===== config.mk =====
export PLATFORM = sky130hd
export DESIGN_NAME = layer_param_latch
export DESIGN_NICKNAME = d
export VERILOG_FILES = /design/src/source/conv_pkg.sv /design/src/source/layer_param_latch.sv
export VERILOG_INCLUDE_DIRS = /design/src /design/src/source
export SDC_FILE = /design/constraint.sdc
export NUM_CORES = 1
export LEC_CHECK = 0
export BUFFER_PORTS_ARGS = -buffer_cell sky130_fd_sc_hd__buf_2
export CAP_MARGIN = 20
export CORE_MARGIN = 4
export CORE_UTILIZATION = 45
export CTS_CLUSTER_DIAMETER = 200
export DETAILED_ROUTE_END_ITERATION = 8
export PLACE_DENSITY_LB_ADDON = 0.08
export SYNTH_ARGS = -nofsm -noshare
export SYNTH_HDL_FRONTEND = slang
export SYNTH_SLANG_ARGS = --single-unit

===== constraint.sdc =====
create_clock -name clk -period 6.3 [get_ports clk]
set_input_delay 0.315 -clock clk [delete_from_list [all_inputs] [get_ports clk]]
set_output_delay 0.315 -clock clk [all_outputs]
set_load 0.02 [all_outputs]

===== src/source/conv_settings.svh =====
`ifndef CONV_SETTINGS_SVH
`define CONV_SETTINGS_SVH

// data word and parameter widths
`define DWIDTH   16
`define LWIDTH   8

// address widths of the two memories
`define MEMSIZE  10
`define NETSIZE  8

// fixed 3x3 kernel
`define CONV_KERN 3

// per-channel feature buffer
`define FEASIZE  8
`define ACCWIDTH 40

`endif


===== src/source/conv_pkg.sv =====
`include "conv_settings.svh"

package conv_pkg;

  typedef struct packed {
    logic [`LWIDTH-1:0]  qbits;
    logic [`LWIDTH-1:0]  total_in;
    logic [`LWIDTH-1:0]  total_out;
    logic [`LWIDTH-1:0]  img_height;
    logic [`LWIDTH-1:0]  img_width;
    logic [`LWIDTH-1:0]  conv_pad;
    logic [`LWIDTH-1:0]  conv_strid;
    logic                relu_en;
    logic [`MEMSIZE-1:0] in_offset;
    logic [`MEMSIZE-1:0] out_offset;
    logic [`NETSIZE-1:0] net_offset;
  } layer_params_t;

  // sel 0 for image memory, 1 for network memory
  typedef struct packed {
    logic                we;
    logic                sel;
    logic [`MEMSIZE-1:0] addr;
    logic [`DWIDTH-1:0]  wdata;
  } host_req_t;

  typedef enum logic [1:0] {
    PH_WAIT    = 2'd0,
    PH_NETWORK = 2'd1,
    PH_INPUT   = 2'd2,
    PH_OUTPUT  = 2'd3
  } core_phase_t;

  typedef struct packed {
    logic                valid;
    logic [`MEMSIZE-1:0] addr;
    logic                pad_zero;
    logic [3:0]          tap;
    logic                pix_end;
    logic [`FEASIZE-1:0] pix_index;
  } scan_req_t;

  typedef struct packed {
    logic [`LWIDTH-1:0] fea_height;
    logic [`LWIDTH-1:0] fea_width;
  } fea_sizes_t;

endpackage


===== src/source/layer_param_latch.sv =====
`timescale 1ns/10ps
`include "conv_settings.svh"

module layer_param_latch
  import conv_pkg::*;
(
  input  logic          clk,
  input  logic          xrst,
  input  logic          req,
  input  layer_params_t params,
  input  core_phase_t   phase,
  output logic          req_edge,
  output layer_params_t lp,
  output fea_sizes_t    sizes
);

  logic               req_d;
  logic [`LWIDTH-1:0] pad_both;
  logic [`LWIDTH-1:0] ext_height;
  logic [`LWIDTH-1:0] ext_width;
  logic [`LWIDTH-1:0] strid_shift;

  assign req_edge = req && !req_d;

  // padded extent minus kernel
  // only strides 1 and 2 come out exact
  assign pad_both    = params.conv_pad << 1;
  assign ext_height  = params.img_height + pad_both - `LWIDTH'(`CONV_KERN);
  assign ext_width   = params.img_width + pad_both - `LWIDTH'(`CONV_KERN);
  assign strid_shift = params.conv_strid - 1'b1;

  always_ff @(posedge clk) begin
    if (!xrst)
      req_d <= 1'b0;
    else
      req_d <= req;
  end

  always_ff @(posedge clk) begin
    if (!xrst) begin
      lp    <= '0;
      sizes <= '0;
    end
    else if (phase == PH_WAIT && req_edge) begin
      lp               <= params;
      sizes.fea_height <= (ext_height >> strid_shift) + 1'b1;
      sizes.fea_width  <= (ext_width >> strid_shift) + 1'b1;
    end
  end

endmodule


Yosys cells after proc, flatten, opt, wreduce, memory -nomap -nowiden
Cells that the tools add are included.

word-level totals
  bits in registers = 102
  bits of input ports = 90

operators by class
  reductions and logical operators = 4
  shift-type cells = 2
  $add $sub $neg = 7

operators by type and width
  kind                 number
  $add 8x1->8 const B  2
  $add 8x8->8          2
  $shr 8x8->8          2
  $sub 8x2->8 const B  2
  $sub 8x1->8 const B  1
  $logic_and 1x1->1    2
  $logic_not 2->1      1
  $logic_not 1->1      1

Logic depth before layout (Yosys ltp)
Gate-level depths: netlist (run 1).

  depth in word-level cells = 4
  depth in mapped cells = 15
  depth with buffers taken out = 15

Worst setup path after synthesis (run 1)
No wires, ideal clock.

  kind = input -> register
  from = in params[29] in the netlist's numbering
  to = reg sizes[4] in the netlist's numbering
  path buffers = 2
  path slack = 2.766 ns
  required time = 6.185 ns
  stages on the path = 15
  data arrival time = 3.419 ns
  path through = clkbuf_1 > inv_2 > clkbuf_1 > ha_1 > nand2b_1 > a2111o_1 > a211oi_2 > nand3_1 > o221a_2 > inv_1 > ha_1 > a21boi_0 > nand2b_1 > xnor2_1 > o21ba_1

between the ends
  longest elaborated chain between the ends = 3

RTL lines
  what             RTL line                 text
  start, declared  layer_param_latch.sv:10  input layer_params_t params,
  $sub 8x1->8      layer_param_latch.sv:30  assign strid_shift = params.conv_strid - 1'b1;
  $shr 8x8->8      layer_param_latch.sv:47  sizes.fea_width <= (ext_width >> strid_shift) + 1'b1;
  $add 8x1->8      layer_param_latch.sv:47
  end, declared    layer_param_latch.sv:14  output fea_sizes_t sizes

No other way between the ends.
A chain may end at the register's enable or synchronous reset.

Worst setup path in the final report (run 1)
  from = in params[37] in the netlist's numbering
  to = reg sizes[4] in the netlist's numbering

between the ends
  longest elaborated chain between the ends = 4

RTL lines
  what         RTL line                 text
  $add 8x8->8  layer_param_latch.sv:29  assign ext_width = params.img_width + pad_both - `LWIDTH'(`CONV_KERN);
  $sub 8x2->8  layer_param_latch.sv:29
  $shr 8x8->8  layer_param_latch.sv:47
  $add 8x1->8  layer_param_latch.sv:47

No other way between the ends.

==> results of run 1 <==
## per-stage QoR
stage          total power, mW  instances  hold slack (ns)  setup WS, ns
3_5_place_dp              1.01       1003            0.443          2.37
2_1_floorplan            0.915        712            0.437          2.77
6_report                  1.52       1020            0.191          2.66
4_1_cts                   1.54       1019            0.179          2.74
5_1_grt                   1.61       1020            0.196          2.39
3_3_place_gp              1.01       1003            0.439          2.54
## worst min-delay path by stage
stage / to / startpoint / depth (start not counted) / slack [ns]
2_1_floorplan: req_d / req / 1 / 0.44
3_3_place_gp: lp[80] / lp[80] / 2 / 0.44
3_5_place_dp: lp[5] / lp[5] / 2 / 0.44
4_1_cts: req_d / req / 2 / 0.18
5_1_grt: lp[68] / params[68] / 3 / 0.20
6_report: req_d / req / 2 / 0.19
## worst max-delay path, cell delays in order
cell	delay [ns]
sky130_fd_sc_hd__buf_2	0.11
sky130_fd_sc_hd__ha_1	0.29
sky130_fd_sc_hd__ha_1	0.22
sky130_fd_sc_hd__fa_1	0.41
sky130_fd_sc_hd__a211oi_1	0.39
sky130_fd_sc_hd__o21ai_0	0.17
sky130_fd_sc_hd__o32ai_1	0.28
sky130_fd_sc_hd__o221ai_1	0.21
sky130_fd_sc_hd__a311oi_1	0.55
sky130_fd_sc_hd__ha_1	0.28
sky130_fd_sc_hd__a21boi_0	0.25
sky130_fd_sc_hd__nand2b_1	0.10
sky130_fd_sc_hd__xnor2_1	0.13
sky130_fd_sc_hd__o21ba_1	0.17
## sequential cells by signal, summed over array words and instances, names as in the netlist
name,count
req_d,1
lp,85
sizes,16
## routing by layer
| layer | vias up | part of all wire | track usage | routed length (um) |
|---|---|---|---|---|
| met5 | - | 0 | 0 | 0 |
| met4 | 0 | 0.016 | 0.0630 | 234 |
| met3 | 13 | 0.065 | 0.0490 | 976 |
| met2 | 177 | 0.47 | 0.350 | 6980 |
| met1 | 2398 | 0.45 | 0.271 | 6750 |
| li1 | 2758 | - | - | - |
## final cells by class
class	instances	area, um2	share of cell area
multi-input cells	520	3030	0.454
clock inverters	5	47.5	0.00711
clock buffers	11	233	0.0348
well taps	143	179	0.0268
flip-flops and latches	102	2040	0.305
repair buffers	194	983	0.147
inverters	45	169	0.0253
## Yosys cell counts, types with 4 or more instances
| cell | count | area [um2] |
|---|---|---|
| sky130_fd_sc_hd__ha_1 | 27 | 338 |
| sky130_fd_sc_hd__inv_1 | 43 | 161 |
| sky130_fd_sc_hd__o22ai_1 | 4 | 25.0 |
| sky130_fd_sc_hd__nand3_1 | 15 | 75.1 |
| sky130_fd_sc_hd__a211oi_1 | 4 | 30.0 |
| sky130_fd_sc_hd__o21ai_0 | 18 | 90.1 |
| sky130_fd_sc_hd__or3_1 | 4 | 25.0 |
| sky130_fd_sc_hd__xnor2_1 | 8 | 70.1 |
| sky130_fd_sc_hd__nand2_1 | 194 | 728 |
| sky130_fd_sc_hd__or2_2 | 6 | 37.5 |
| sky130_fd_sc_hd__dfxtp_1 | 102 | 2040 |
| sky130_fd_sc_hd__nand2b_1 | 5 | 31.3 |
| sky130_fd_sc_hd__nor3_1 | 7 | 35.0 |
| sky130_fd_sc_hd__xor2_1 | 7 | 61.3 |
| sky130_fd_sc_hd__a21oi_1 | 100 | 500 |
| sky130_fd_sc_hd__nor2_1 | 24 | 90.1 |
| sky130_fd_sc_hd__clkbuf_1 | 43 | 161 |
| sky130_fd_sc_hd__o211ai_1 | 8 | 60.1 |
| sky130_fd_sc_hd__a31oi_1 | 4 | 25.0 |
| sky130_fd_sc_hd__a211o_1 | 5 | 43.8 |
| sky130_fd_sc_hd__mux2i_1 | 5 | 50.1 |
## where the power goes
| group | leakage [nW] | internal, mW | switching (mW) |
|---|---|---|---|
| logic | 2.02 | 0.127 | 0.205 |
| clock network | 0.125 | 0.272 | 0.249 |
| registers | 0.827 | 0.663 | 0.00844 |
| total | 2.97 | 1.06 | 0.462 |
## cells by family (layout without fill, tap and decap cells)
| family | Yosys count | count (layout) | synth area share |
|---|---|---|---|
| AND/OR/NAND/NOR | 277 | 277 | 0.220 |
| flip-flops | 102 | 102 | 0.377 |
| buffers and inverters | 90 | 255 | 0.0651 |
| AO/OA/AOI/OAI | 190 | 190 | 0.222 |
| XOR/XNOR | 15 | 15 | 0.0242 |
| adder cells (fa/ha/maj) | 29 | 29 | 0.0697 |
| multiplexers | 9 | 9 | 0.0217 |
==> impl_metrics.ini, run 1 <==
[sta]
grt_setup_unrepaired = false
layout_min_cycle_time_ns = 3.64
slew_violations = 0
fmax_mhz = 275
final-setup-viol-count = 0
report.final.hold_viol_count = 0
tightest_slew_ns = 1.04
finalClockSkew_ns = 0.00437
max-slew-margin-rel = 0.306
final.setup.tns_ns = 0
final_worst_path_cycle_share = 0.578

[global_route]
grt_pass1_vias = 5128
globalRoute.totalOverflow = 0
grt_util_all_layers = 0.210
grt_max_degree = 104
grt_pass1_wl_um = 24700
antenna_found_initial = 0

[detailed_routing]
viasPerCell = 5.24
first_iter_violations = 338
firstDrtPassIters = 5
drtAntennaViolNets = 0
remaining_drc_errors = 0
wire_per_inst_um = 14.6
vias = 5346
totalWireLength_um = 14900

[die]
floorplan.io_pins = 192
number_of_rows_created_at_floorplan = 39
placeableCoreArea_um2 = 11600
die-height_um = 118
fp.dieArea_um2 = 13900
effective_utilization_at_floorplan = 0.467
die_w_um = 118

[logic_synthesis]
ys_seq_area_frac = 0.377
syn-cell-area_um2 = 5420
yosysWarnings = 0
post_synth_top_flop = sky130_fd_sc_hd__dfxtp_1
synth.net_count = 831
async_reset_ff_frac = 0
mean_instance_size_in_the_synthesized_netlist_um2 = 7.61
ys_ff_latch = 102
netlist_instances = 712
number_of_distinct_standard_cells_referenced_by_the_synthesized_netlist = 66
number_of_flops_mapped_to_enable_cells_by_yosys = 0

[final_layout]
layout_commonest_cell = sky130_fd_sc_hd__nand2_1
antenna_cells_inserted = 0
finish.net_count = 991
layout-drive-gt1-share = 0.262
layout_common_cells = sky130_fd_sc_hd__nand2_1, sky130_fd_sc_hd__buf_2, sky130_fd_sc_hd__dfxtp_1
fillerInstances = 1118
syn_to_final_growth_pct = 23.4
finalCoreUtilization = 0.576
stdcell_area_um2 = 6690

[place]
dpl_cell_area_um2 = 6390
place.port_buffers = 191
post-dp-hpwl_um = 11100
finalWeightedCongestion = 0.940

[clocking]
numCtsBuffers = 9
worst_setup_hold_path_clk_slew_ns = 0.07
post-cts-setup-buffer-count = 0
post_cts.resized_instances = 0
clock_latency_ns = 0.34
clockRootBuffer = sky130_fd_sc_hd__clkbuf_16
hold_buffers = 0
clock_sinks = 102
clock_path_buffers = 2
cts_tree = built
clock_tree.htree_level_count = 3

[setup_path]
crit_path_start_kind = primary input
crit_path_end_kind = flip-flop
timing.rr.start = req_d
path_class = in -> reg
worstSetupEndpoint = sizes[4]
reg2reg_depth = 5
timing.critical_path.fanout_max = 4
cp-startpoint = params[37]
cp.required_ns = 6.53
reg2reg_to = lp[37]
setup.reg_to_reg.worst_slack_ns = 4.28
critPathArrivalTime_ns = 3.88

[worst_hold_path]
hold_class = in -> reg

[power]
power_density_over_cell_area_nw_per_um2 = 228
peakVddDrop_mv = 0.114
static-leakage-power_nw = 2.97

[job]
max-cap-violations = 0

[outcome]
run_status = completed
(Power assumes the default switching activity.)
==> run 2: changes to the inputs <==
- clock period: 6.3 -> 3.4 ns (I/O delays scaled with it)
==> run 2 against run 1 <==
Against the previous run:
- sequential cell count is the same
- die area is the same
- clock power grew 110%
- power grew 95%
- critical endpoint is now sizes[12]
==> impl_metrics.ini, run 2 (synthesis results as in run 1) <==
[setup_path]
crit_path_end_kind = flip-flop
crit_path_start_kind = primary input
critical-path-top-cell-by-count = sky130_fd_sc_hd__ha_1
critPathArrivalTime_ns = 3.33
crit_path_cell_trace = buf_2, ha_1, ha_1, inv_1, fa_1, nor2b_1, o221ai_1, a2111oi_0, o21bai_1, nor4_1, or2_2, ha_1, o211ai_1, buf_4, xnor2_1, a21oi_1
maximum_cell_stage_delay_along_the_critical_path_ns = 0.44
path_class = in -> reg
cp_slowest_cell = sky130_fd_sc_hd__a2111oi_0
cp.required_ns = 3.59
timing.critical_path.fanout_max = 3

[die]
floorplan.io_pins = 192
number_of_rows_created_at_floorplan = 39
placeableCoreArea_um2 = 11600
effective_utilization_at_floorplan = 0.467
fp.dieArea_um2 = 13900
die_w_um = 118
die-height_um = 118

[clocking]
post-cts-setup-buffer-count = 0
clock_sinks = 102
clock_path_buffers = 2
clock_latency_ns = 0.35
worst_setup_hold_path_clk_slew_ns = 0.07
numCtsBuffers = 9
clockRootBuffer = sky130_fd_sc_hd__clkbuf_16
cts_tree = built
clock_tree.htree_level_count = 3
hold_buffers = 0

[global_route]
grt_pass1_wl_um = 24800
grt_util_all_layers = 0.212
grt_pass1_vias = 5031
grt_max_degree = 104
antenna_found_initial = 0
globalRoute.totalOverflow = 0

[detailed_routing]
wire_per_inst_um = 14.7
firstDrtPassIters = 6
drtAntennaViolNets = 0
vias = 5430
totalWireLength_um = 15300
first_iter_violations = 280
remaining_drc_errors = 0
viasPerCell = 5.23

[power]
static-leakage-power_nw = 3.07
peakVddDrop_mv = 0.239
power_density_over_cell_area_nw_per_um2 = 432

[sta]
grt_setup_unrepaired = false
slew_violations = 0
report.final.hold_viol_count = 0
finalClockSkew_ns = 0.00889
final_worst_path_cycle_share = 0.922
max-slew-margin-rel = 0.319
layout_min_cycle_time_ns = 3.13
fmax_mhz = 319
tightest_slew_ns = 1.02
final-setup-viol-count = 0

[final_layout]
max_flop_register = lp
finish.net_count = 1010
biggestRegsByFlops = lp x85, sizes x16, req_d x1
largest_reg_flops = 85
instances_no_fill = 1039
layout-drive-gt1-share = 0.283
layout_commonest_cell = sky130_fd_sc_hd__nand2_1
antenna_cells_inserted = 0
layout_common_cells = sky130_fd_sc_hd__nand2_1, sky130_fd_sc_hd__buf_2, sky130_fd_sc_hd__dfxtp_1
finalCoreUtilization = 0.592
syn_to_final_growth_pct = 26.8

[place]
finalWeightedCongestion = 0.887
post-dp-hpwl_um = 11400
place.port_buffers = 191
placed_cells_incl_taps = 1023

[worst_hold_path]
hold_class = in -> reg

[job]
max-cap-violations = 0

[outcome]
run_status = completed
[run 2: what timing repair did]
item | 4_1_cts | 5_1_grt
endpoints found under the setup margin | 0 | 4
endpoints found under the hold margin | 0 | 0
gates resized for setup | 0 | 4
[run 2: area by class of cell]
type                       count  area, um2
inverter                      45        169
multi-input combinational    520       3050
clock inverter                 5       65.1
clock buffer                  11        243
fill                        1129       4740
tap                          143        179
sequential                   102       2040
timing repair buffer         213       1120
[run 2: path summary, 6_finish.rpt]
| path | cells after the start | slack (ns) | to | startpoint |
|---|---|---|---|---|
| worst min-delay path | 3 | 0.05 | lp[8] | params[8] |
| worst max-delay path | 16 | 0.27 | sizes[12] | params[37] |
| worst max register to register | 5 | 1.40 | lp[36] | req_d |
| worst min register to register | 2 | 0.45 | lp[28] | lp[28] |
[run 2: through the flow]
stage                     instance area [um2]  hold WS [ns]  power, mW  TNS [ns]  setup slack [ns]
final                                    6870        0.0504       2.97         0             0.266
after global routing                     6870        0.0548       3.11         0            0.0480
after CTS                                6850        0.0412       2.99         0             0.154
after detailed placement                 6550         0.401       1.92    -0.705            -0.202
after global placement                   6550         0.402       1.90    -0.117           -0.0977
after floorplan                          5420         0.292       1.70         0            0.0108
[run 2: where the power goes]
part | switching (mW) | internal (mW) | leakage [nW]
sequential | 0.0151 | 1.23 | 0.827
clock | 0.474 | 0.600 | 0.144
combinational | 0.390 | 0.264 | 2.10
total | 0.879 | 2.09 | 3.07
[run 2: worst max-delay path: cells and delay by family]
kind / cells / cell delay, ns
AOI/OAI and AO/OA: 5 / 1.06
xor gates and xnor gates: 1 / 0.11
adders and majority gates: 4 / 1.09
buffers and inverters: 3 / 0.33
and+or+nand+nor: 3 / 0.58
[run 2: per-layer routing]
| layer | GRT usage | up-vias | wire, um |
|---|---|---|---|
| li1 | - | 2790 | - |
| met4 | 0.0674 | 0 | 227 |
| met1 | 0.274 | 2487 | 6980 |
| met3 | 0.0505 | 13 | 886 |
| met2 | 0.351 | 140 | 7200 |
| met5 | 0 | - | 0 |
==> run 3: changes to the inputs <==
- CTS_CLUSTER_SIZE: default -> 16
- RECOVER_POWER: default -> 50
==> run 3 against run 2 <==
Against the previous run:
- global-route usage unchanged
- power decreased by 0.16%
- non-clock buffer count unchanged
- critical path type unchanged
- critical endpoint unchanged
==> impl_metrics.ini, run 3 (synthesis results as in run 1) <==
[clocking]
hold_buffers = 0
numCtsBuffers = 9
clock_path_buffers = 2
clock_tree.htree_level_count = 3
clock_sinks = 102
clockRootBuffer = sky130_fd_sc_hd__clkbuf_16
worst_setup_hold_path_clk_slew_ns = 0.07
cts_tree = built
clock_latency_ns = 0.35

[place]
place.port_buffers = 191
finalWeightedCongestion = 0.887
post-dp-hpwl_um = 11400
dpl_cell_area_um2 = 6550

[power]
power_density_over_cell_area_nw_per_um2 = 440
static-leakage-power_nw = 2.64
peakVddDrop_mv = 0.238

[final_layout]
fillerInstances = 1176
layout_commonest_cell = sky130_fd_sc_hd__nand2_1
layout-drive-gt1-share = 0.170
stdcell_area_um2 = 6740
largest_reg_flops = 85
antenna_cells_inserted = 0
biggestRegsByFlops = lp x85, sizes x16, req_d x1
max_flop_register = lp
layout_common_cells = sky130_fd_sc_hd__nand2_1, sky130_fd_sc_hd__clkbuf_1, sky130_fd_sc_hd__dfxtp_1
finish.net_count = 1010
finalCoreUtilization = 0.581
syn_to_final_growth_pct = 24.4

[global_route]
antenna_found_initial = 0
grt_max_degree = 104
grt_util_all_layers = 0.212
grt_pass1_vias = 5031
grt_pass1_wl_um = 24800
globalRoute.totalOverflow = 0

[setup_path]
setup.reg_to_reg.worst_slack_ns = 1.37
cp.required_ns = 3.59
timing.rr.start = req_d
critPathArrivalTime_ns = 3.32
reg2reg_to = lp[37]
timing.critical_path.fanout_max = 3
crit_path_start_kind = primary input
reg2reg_depth = 5
path_class = in -> reg
crit_path_end_kind = flip-flop

[worst_hold_path]
number_of_cells_on_the_worst_hold_path = 3
hold_class = in -> reg
whs_endpoint = lp[8]
hold_path.startpoint = params[8]

[sta]
tightest_slew_ns = 1.03
layout_min_cycle_time_ns = 3.13
slew_violations = 0
final-setup-viol-count = 0
report.final.hold_viol_count = 0
grt_setup_unrepaired = false
finalClockSkew_ns = 0.00786
final.setup.tns_ns = 0
hold_ws_ns = 0.0491
final_worst_path_cycle_share = 0.920
max-slew-margin-rel = 0.316
fmax_mhz = 320

[detailed_routing]
vias = 5425
viasPerCell = 5.22
met1_length_um = 7030
top_signal_layer_used = met4
drtAntennaViolNets = 0
firstDrtPassIters = 4
wire_per_inst_um = 14.8
totalWireLength_um = 15300
remaining_drc_errors = 0
first_iter_violations = 332
wl_met3_um = 977
dr_wl_met2_um = 7050

[job]
max-cap-violations = 0

[die]
die-height_um = 118
floorplan.io_pins = 192
fp.dieArea_um2 = 13900
effective_utilization_at_floorplan = 0.467
number_of_rows_created_at_floorplan = 39
placeableCoreArea_um2 = 11600
die_w_um = 118

[outcome]
run_status = completed
-- run 3: cell types whose count changed in the layout (fill, tap and decap cells not counted), sizes merged --
cell and change:
clkbuf +102, buf -102
-- run 3: worst max-delay path, cell delays in order --
cell and delay, ns:
sky130_fd_sc_hd__buf_2 0.12, sky130_fd_sc_hd__ha_1 0.28, sky130_fd_sc_hd__ha_1 0.17, sky130_fd_sc_hd__inv_1 0.06
sky130_fd_sc_hd__fa_1 0.41, sky130_fd_sc_hd__nor2b_1 0.17, sky130_fd_sc_hd__o221ai_1 0.19, sky130_fd_sc_hd__a2111oi_0 0.43
sky130_fd_sc_hd__o21bai_1 0.24, sky130_fd_sc_hd__nor4_1 0.10, sky130_fd_sc_hd__or2_2 0.30, sky130_fd_sc_hd__ha_1 0.23
sky130_fd_sc_hd__o211ai_1 0.11, sky130_fd_sc_hd__buf_4 0.15, sky130_fd_sc_hd__xnor2_1 0.11, sky130_fd_sc_hd__a21oi_1 0.08
-- run 3: metal layers --
| metal | global-route usage | vias up |
|---|---|---|
| li1 | - | 2791 |
| met1 | 0.274 | 2467 |
| met2 | 0.351 | 149 |
| met3 | 0.0505 | 18 |
| met4 | 0.0674 | 0 |
| met5 | 0 | - |
-- run 3: worst max-delay path by stage --
stage | start | cells past startpoint | slack (ns) | to
2_1_floorplan | params[29] | 15 | 0.01 | sizes[4]
3_3_place_gp | params[38] | 15 | -0.1 | sizes[12]
3_5_place_dp | params[38] | 15 | -0.20 | sizes[12]
4_1_cts | params[38] | 15 | 0.15 | sizes[12]
5_1_grt | params[37] | 17 | 0.05 | sizes[6]
6_report | params[37] | 16 | 0.27 | sizes[12]
-- run 3: final cells by class --
type / instances / area (um2) / area share
clock buffers: 11 / 243 / 0.0360
clock inverters: 5 / 65.1 / 0.00965
inverters: 45 / 169 / 0.0251
multi-input cells: 520 / 3050 / 0.453
flip-flops and latches: 102 / 2040 / 0.303
well taps: 143 / 179 / 0.0265
repair buffers: 213 / 993 / 0.147
-- run 3: where the power goes --
group	leakage [nW]	switching (mW)	internal (mW)	total, mW
Combinational	1.67	0.391	0.255	0.646
Sequential	0.827	0.0162	1.23	1.24
Clock	0.144	0.476	0.600	1.08
Total	2.64	0.883	2.08	2.97
-- run 3: what timing repair did --
action | CTS | global route
endpoints found under the setup margin | 0 | 4
setup buffers | 0 | 0
gates resized for setup | 0 | 4
-- run 3: metrics by stage --
step           total power, mW  instances  setup slack, ns
2_1_floorplan             1.70        712           0.0108
3_3_place_gp              1.90       1023          -0.0977
3_5_place_dp              1.92       1023           -0.202
4_1_cts                   2.99       1039            0.154
5_1_grt                   3.11       1039           0.0473
6_report                  2.97       1039            0.273
